$ cat src/motor_consts.svh
`ifndef MOTOR_CONSTS_SVH
`define MOTOR_CONSTS_SVH

// image coordinate and table address width
`define IMG_W 12

// step count and motor position width
`define STEP_W 32

// clock cycles per motor step
`define SPEED_W 16

`define LUT_DEPTH (1 << `IMG_W)     // one entry per pixel offset

// frame pulse to motor position sample, in cycles
`define IMG_REC_DELAY 2

`endif

$ cat src/motor_pkg.sv
`default_nettype none
`include "motor_consts.svh"

package motor_pkg;

	typedef struct packed {
		logic                single_dir;   // stop at target, then report done
		logic                dir_back;     // 1 moves the position down
		logic                dep_img;      // image move, else direct move
		logic [`IMG_W-1:0]   img_dst;
		logic [`IMG_W-1:0]   img_tol;      // half width of target window
		logic [`SPEED_W-1:0] speed;
		logic [`STEP_W-1:0]  step;         // direct move only
	} move_req_t;

	typedef struct packed {
		logic              pulse;          // one per frame
		logic              valid;
		logic [`IMG_W-1:0] pos;
	} img_sample_t;

	typedef struct packed {
		logic                start;
		logic                stop;
		logic [`SPEED_W-1:0] speed;
		logic [`STEP_W-1:0]  step;         // 0 runs without end
		logic                dir;
		logic                mod_remain;
		logic [`STEP_W-1:0]  new_remain;
	} motor_cmd_t;

	typedef struct packed {
		logic               running;
		logic [`STEP_W-1:0] position;      // two's complement
	} motor_stat_t;

	typedef struct packed {
		logic               en;
		logic [`IMG_W-1:0]  addr;
		logic [`STEP_W-1:0] data;
	} lut_wr_t;

endpackage

`default_nettype wire

$ cat src/step_motor_drv.sv
`timescale 1ns/1ps
`default_nettype none
`include "motor_consts.svh"

module step_motor_drv
	import motor_pkg::*;
(
	input  logic        clk,
	input  logic        resetn,
	input  motor_cmd_t  cmd,
	output motor_stat_t stat
);

	logic [`SPEED_W-1:0] speed_q;
	logic [`SPEED_W-1:0] rate_cnt;     // cycles to the next step
	logic                dir_q;
	logic [`STEP_W-1:0]  remain;
	logic                endless;      // started with step 0
	logic                running;
	logic [`STEP_W-1:0]  position;

	logic                tick;
	logic [`STEP_W-1:0]  rem_cur;
	logic                endless_cur;
	logic                step_now;

	assign tick        = running && (rate_cnt <= `SPEED_W'(1));
	assign rem_cur     = cmd.mod_remain ? cmd.new_remain : remain;   // reload first
	assign endless_cur = endless && !cmd.mod_remain;
	assign step_now    = tick && (endless_cur || rem_cur != '0);

	always_ff @(posedge clk) begin
		if (cmd.start) begin
			speed_q <= cmd.speed;
			dir_q   <= cmd.dir;
		end
	end

	always_ff @(posedge clk) begin
		if (!resetn)
			rate_cnt <= '0;
		else if (cmd.start)
			rate_cnt <= cmd.speed;
		else if (tick)
			rate_cnt <= speed_q;
		else if (running)
			rate_cnt <= rate_cnt - 1'b1;
	end

	always_ff @(posedge clk) begin
		if (!resetn) begin
			running <= 1'b0;
			remain  <= '0;
			endless <= 1'b0;
		end else if (cmd.stop) begin
			running <= 1'b0;
			remain  <= '0;
			endless <= 1'b0;
		end else if (cmd.start) begin
			running <= 1'b1;
			remain  <= cmd.step;
			endless <= (cmd.step == '0);
		end else if (running) begin
			endless <= endless_cur;
			if (step_now) begin
				if (!endless_cur)
					remain <= rem_cur - 1'b1;
				if (!endless_cur && rem_cur == `STEP_W'(1))
					running <= 1'b0;       // last step taken
			end else begin
				remain <= rem_cur;
				if (!endless_cur && rem_cur == '0)
					running <= 1'b0;       // re-target landed on the spot
			end
		end
	end

	always_ff @(posedge clk) begin
		if (!resetn)
			position <= '0;
		else if (step_now && !cmd.stop && !cmd.start)
			position <= dir_q ? position - 1'b1 : position + 1'b1;
	end

	assign stat.running  = running;
	assign stat.position = position;

	// a re-target only arrives during a run
	a_mod_while_running: assert property (
		@(posedge clk) disable iff (!resetn)
		cmd.mod_remain |-> running
	);

endmodule

`default_nettype wire

$ cat config.mk
export PLATFORM = sky130hd
export DESIGN_NAME = step_motor_drv
export DESIGN_NICKNAME = d
export VERILOG_FILES = /design/src/motor_pkg.sv /design/src/step_motor_drv.sv
export VERILOG_INCLUDE_DIRS = /design/src /design/src/src
export SDC_FILE = /design/constraint.sdc
export NUM_CORES = 1
export LEC_CHECK = 0
export ABC_AREA = 1
export BUFFER_PORTS_ARGS = -buffer_cell sky130_fd_sc_hd__buf_2
export CORE_UTILIZATION = 51
export CTS_CLUSTER_SIZE = 24
export DETAILED_ROUTE_END_ITERATION = 7
export GPL_TIMING_DRIVEN = 0
export PLACE_DENSITY = 0.75
export SYNTH_ARGS = -nofsm -noshare
export SYNTH_HDL_FRONTEND = slang
export SYNTH_SLANG_ARGS = --single-unit
$ cat constraint.sdc
create_clock -name clk -period 4.3 [get_ports clk]
set_input_delay 0.86 -clock clk [delete_from_list [all_inputs] [get_ports clk]]
set_output_delay 0.86 -clock clk [all_outputs]
set_load 0.02 [all_outputs]
; ---- Word level (Yosys, flattened, before mapping)
; Cells that the tools add are included.
[totals]
ff_bits = 99
inputBits = 86
out_inout_bits = 33
elab_cells = 50
[op_classes]
add_sub_neg = 4
n_lt_le_gt_ge = 1
n_eq_ne = 2
muxes = 16
n_bitwise = 1
n_reduce_logical = 19
[ops]
columns = op, n
row1 = 2-to-1 mux 32 bit, 6
row2 = logical NOT 32 bit, 2
row3 = "subtractor 32 x 1 -> 32 bit, second input constant", 2
row4 = 2-to-1 mux 16 bit, 3
row5 = "adder 32 x 1 -> 32 bit, second input constant", 1
row6 = "== test 32 x 1 -> 1 bit, second input constant", 1
row7 = nonzero test 32 bit, 1
row8 = "<= comparator 16 x 1 -> 1 bit, second input constant", 1
row9 = "subtractor 16 x 1 -> 16 bit, second input constant", 1
row10 = logical AND 1 bit, 7
row11 = 2-to-1 mux 1 bit, 7
row12 = logical NOT 1 bit, 4
row13 = "!= test 3 bit, second input constant", 1
row14 = nonzero test 3 bit, 1
row15 = AND reduction 2 bit, 1
row16 = nonzero test 2 bit, 1
row17 = OR reduction 2 bit, 1
row18 = logical OR 1 bit, 1
row19 = inverter 1 bit, 1

; ---- Logic depth before layout (Yosys ltp)
[logic_depth]
depth_word = 8
ltp_mapped = 19

; ---- Worst setup path after synthesis
; OpenSTA, ideal clock, no wires.
[synth_timing]
path_type = input to register
startpoint = input cmd[32] in the netlist's numbering
endpoint = register position[24]
setup_ps = 115
t_arrival_ps = 2868
t_required_ps = 4185
path_slack_ps = 1317
path_stages = 17
path_cell_list = buf_6 -> inv_4 -> buf_6 -> buf_8 -> o21ai_2 -> ha_1 -> inv_1 -> nor2_1 -> nand2_2 -> nor2_4 -> nand3_4 -> nand4_4 -> inv_2 -> buf_6 -> buf_6 -> o21ai_1 -> nor2_1
[synth_between]
elab_chain_len = 6
word_cells_on_any_way = 8
cone_classes = mux: 1 / reduce/logical: 7
[synth_rtl]
columns = element, line_no
row1 = from (decl), step_motor_drv.sv:10  ; input motor_cmd_t cmd,
row2 = 2-to-1 mux 32 bit or logical NOT 1 bit (tied branches), "step_motor_drv.sv:28, step_motor_drv.sv:29"
row3 = nonzero test 32 bit or logical AND 1 bit (tied branches), "step_motor_drv.sv:30, step_motor_drv.sv:29"
row4 = logical OR 1 bit (*), step_motor_drv.sv:30  ; assign step_now = tick && (endless_cur || rem_cur != '0);
row5 = logical AND 1 bit (*), step_motor_drv.sv:30
row6 = logical AND 1 bit (*) (2 in a row), step_motor_drv.sv:81  ; else if (step_now && !cmd.stop && !cmd.start)
row7 = to (signal assigned), step_motor_drv.sv:82  ; position <= dir_q ? position - 1'b1 : position + 1'b1;
row8 = to (decl), step_motor_drv.sv:20  ; logic [`STEP_W-1:0] position;
; Mark *: on every way between the ends. The rest lies on a longest branch, timed or not.
; A chain may end at the register's enable or synchronous reset.

; ---- Final worst setup path
[layout_timing]
startpoint = register dir_q
endpoint = register position[30]
[layout_between]
elab_chain_len = 1
[layout_rtl]
columns = element, line_no
row1 = from (decl), step_motor_drv.sv:16  ; logic dir_q;
row2 = from (signal assigned), step_motor_drv.sv:35  ; dir_q <= cmd.dir;
row3 = 2-to-1 mux 32 bit, step_motor_drv.sv:82
; No other way between the ends.

==> flow_summary.json <==
{
  "drive_above_1_share_pct": 13.5,
  "status": "finished clean",
  "hold_start": "remain[9]",
  "grt_pass1_wl_mm": 41.7,
  "placement.io_buffers": 117,
  "finalCritPeriodShare_pct": 82.9,
  "setup-tns-final_ps": 0,
  "rows": 46,
  "min_period_ps": 3570,
  "yosys_warnings": 0,
  "grt_overflow_total": 0,
  "ys_seq_elements": 99,
  "syn_inst": 1352,
  "postCtsHoldBufs": 0,
  "gp_congestion": 0.992,
  "grt_setup_unrepaired": "false",
  "num_vias": 9144,
  "power_leakage_uw": 0.00458,
  "hold_path_depth": 2,
  "drt-total-wl_mm": 26.3,
  "fillCellCount": 1587,
  "rrSetupSlack_ps": 730,
  "mostFrequentLayoutCells": "395 x nand2_1, 173 x nor2_1, 154 x inv_1",
  "crit_arrival_ps": 3820,
  "setup.worst_path.end_class": "flip-flop",
  "routed_via_density": 5.38,
  "nets": 1601,
  "cp_data_required_time_ps": 4550,
  "synth_edf_count": 17,
  "ys_seq_area_share_pct": 26.0,
  "worstMarginPinSlew_ps": 1270,
  "setup_viol": 0,
  "die-area_um2": 16700,
  "dp.cells": 1685,
  "syn2layout_area_growth_pct": 14.1,
  "cap_violations": 0,
  "worstHoldEndpoint": "remain[9]",
  "post_cts_resize_count": 0,
  "die_w_um": 129,
  "root_buffer": "clkbuf_16",
  "synth_fp_nets": 1473,
  "clock_skew_ps": 11.8,
  "slew_headroom_pct": 15.2,
  "diodes": 0,
  "pin_count": 119,
  "clock_sinks": 99,
  "syn_avg_cell_area_um2": 6.11,
  "track_usage_pct": 32.3,
  "utilization_pct": 59.5,
  "final-max-slew-violation-count": 0,
  "synth_area_um2": 8260,
  "finalHoldViolCount": 0,
  "vdd_drop_max_uv": 205,
  "synth_cell_types": 46,
  "clk_latency_ps": 360,
  "dr.pass1.iters": 6,
  "start_kind": "flip-flop",
  "drt_iter0_markers": 780,
  "postCtsSetupBuffers": 0,
  "final_antenna_net_count": 0,
  "r2r_cells": 10,
  "cts_tree": "done",
  "ys_async_sr_fraction_pct": 0,
  "final_cells": 1701,
  "path_class": "flip-flop to flip-flop",
  "die_y_um": 129,
  "drc": 0,
  "clk_transition_reported_paths_ps": 80,
  "worst_r2r_endpoint": "position[30]",
  "cts_buffers": 9,
  "core_area_um2": 15800,
  "antenna_found_initial": 0,
  "fmax_ghz": 0.280,
  "start_util_pct": 52.2,
  "hp-class": "flip-flop to flip-flop",
  "cts.htree.levels": 3,
  "whs_ps": 467,
  "hpwl_mm": 20.3,
  "crit_path_max_fanout": 32,
  "r2r-start": "dir_q",
  "clk_path_buf_depth": 2,
  "final_common_cell": "nand2_1",
  "synth_flop_cell": "dfxtp_1",
  "grt_pass1_vias": 8261,
  "cellPowerDensity_nw_per_um2": 260,
  "grt_max_degree": 33,
  "routedWlPerCell_um": 15.5
}
==> Yosys cell counts, types with 17 or more instances <==
| library cell | n | share of area, % |
|---|---|---|
| dfxtp_1 | 82 | 20 |
| inv_1 | 154 | 7.0 |
| a21oi_1 | 134 | 8.1 |
| nand2_1 | 395 | 18 |
| edfxtp_1 | 17 | 6.2 |
| nand2_2 | 21 | 1.6 |
| nand3_1 | 87 | 5.3 |
| xor2_1 | 23 | 2.4 |
| o21ai_0 | 65 | 3.9 |
| nor2_1 | 173 | 7.9 |
| ha_1 | 34 | 5.1 |
| clkbuf_1 | 23 | 1.0 |
==> layer usage <==
metal / global-route usage [%] / routed length, um / up-vias
met4: 14.5 / 929 / 0
met1: 39.6 / 11300 / 4124
met2: 56.5 / 12600 / 322
met3: 4.00 / 1500 / 55
li1: - / - / 4643
met5: 0 / 0 / -
==> registers in the layout, indices dropped and copies added, names as in the netlist <==
signal	flops
dir_q	1
endless	1
position	32
rate_cnt	16
remain	32
running	1
speed_q	16
==> per-stage QoR <==
| stage | area [um^2] | setup WS, ps | total power, uW |
|---|---|---|---|
| floorplan | 8260 | 1320 | 1420 |
| global placement | 9120 | 707 | 1580 |
| detailed placement | 9120 | 647 | 1590 |
| CTS | 9420 | 751 | 2460 |
| global route | 9420 | 406 | 2570 |
| finish | 9420 | 734 | 2450 |
==> kinds of logic (layout without fill, tap and decap cells) <==
group / after synthesis / after routing / synth area share [%]
buffers and inverters: 202 / 335 / 10.5
adder cells (fa/ha/maj): 35 / 35 / 5.39
flip-flops: 99 / 99 / 26.0
XOR/XNOR: 38 / 38 / 4.03
AO/OA/AOI/OAI: 256 / 256 / 17.1
AND/OR/NAND/NOR: 722 / 722 / 36.9
==> worst max-delay path by stage <==
stage                 start      endpoint  slack [ps]  cells after the start
floorplan           cmd[32]  position[24]        1320                     17
global placement    cmd[32]  position[25]         710                     15
detailed placement  cmd[32]  position[25]         650                     15
CTS                   dir_q  position[30]         750                     10
global route          dir_q  position[30]         410                     10
finish                dir_q  position[30]         730                     10
==> area by class of cell <==
| type | instances | area (um^2) | share of cell area [%] |
|---|---|---|---|
| Multi-Input combinational cell | 1051 | 5240 | 55.6 |
| Sequential cell | 99 | 2150 | 22.8 |
| Inverter | 160 | 603 | 6.40 |
| Timing Repair Buffer | 117 | 586 | 6.21 |
| Tap cell | 216 | 270 | 2.87 |
| Buffer | 42 | 268 | 2.84 |
| Clock buffer | 10 | 229 | 2.43 |
| Clock inverter | 6 | 76.3 | 0.810 |
==> where the power goes <==
group / internal [uW] / switching, uW / leakage (uW)
Combinational: 194 / 369 / 0.00359
Sequential: 981 / 30.4 / 0.000834
Clock: 465 / 410 / 0.000150
==> worst max-delay path: stages (launching register included) <==
cell	delay, ps
edfxtp_1	1200
inv_1	140
fa_1	460
o21ai_0	400
a21oi_1	230
o21ai_0	490
nand3_1	210
nand3_1	130
nand2_1	50
nor2_1	80
nor2_1	50
No activity file was read; power rests on OpenSTA's default activity.
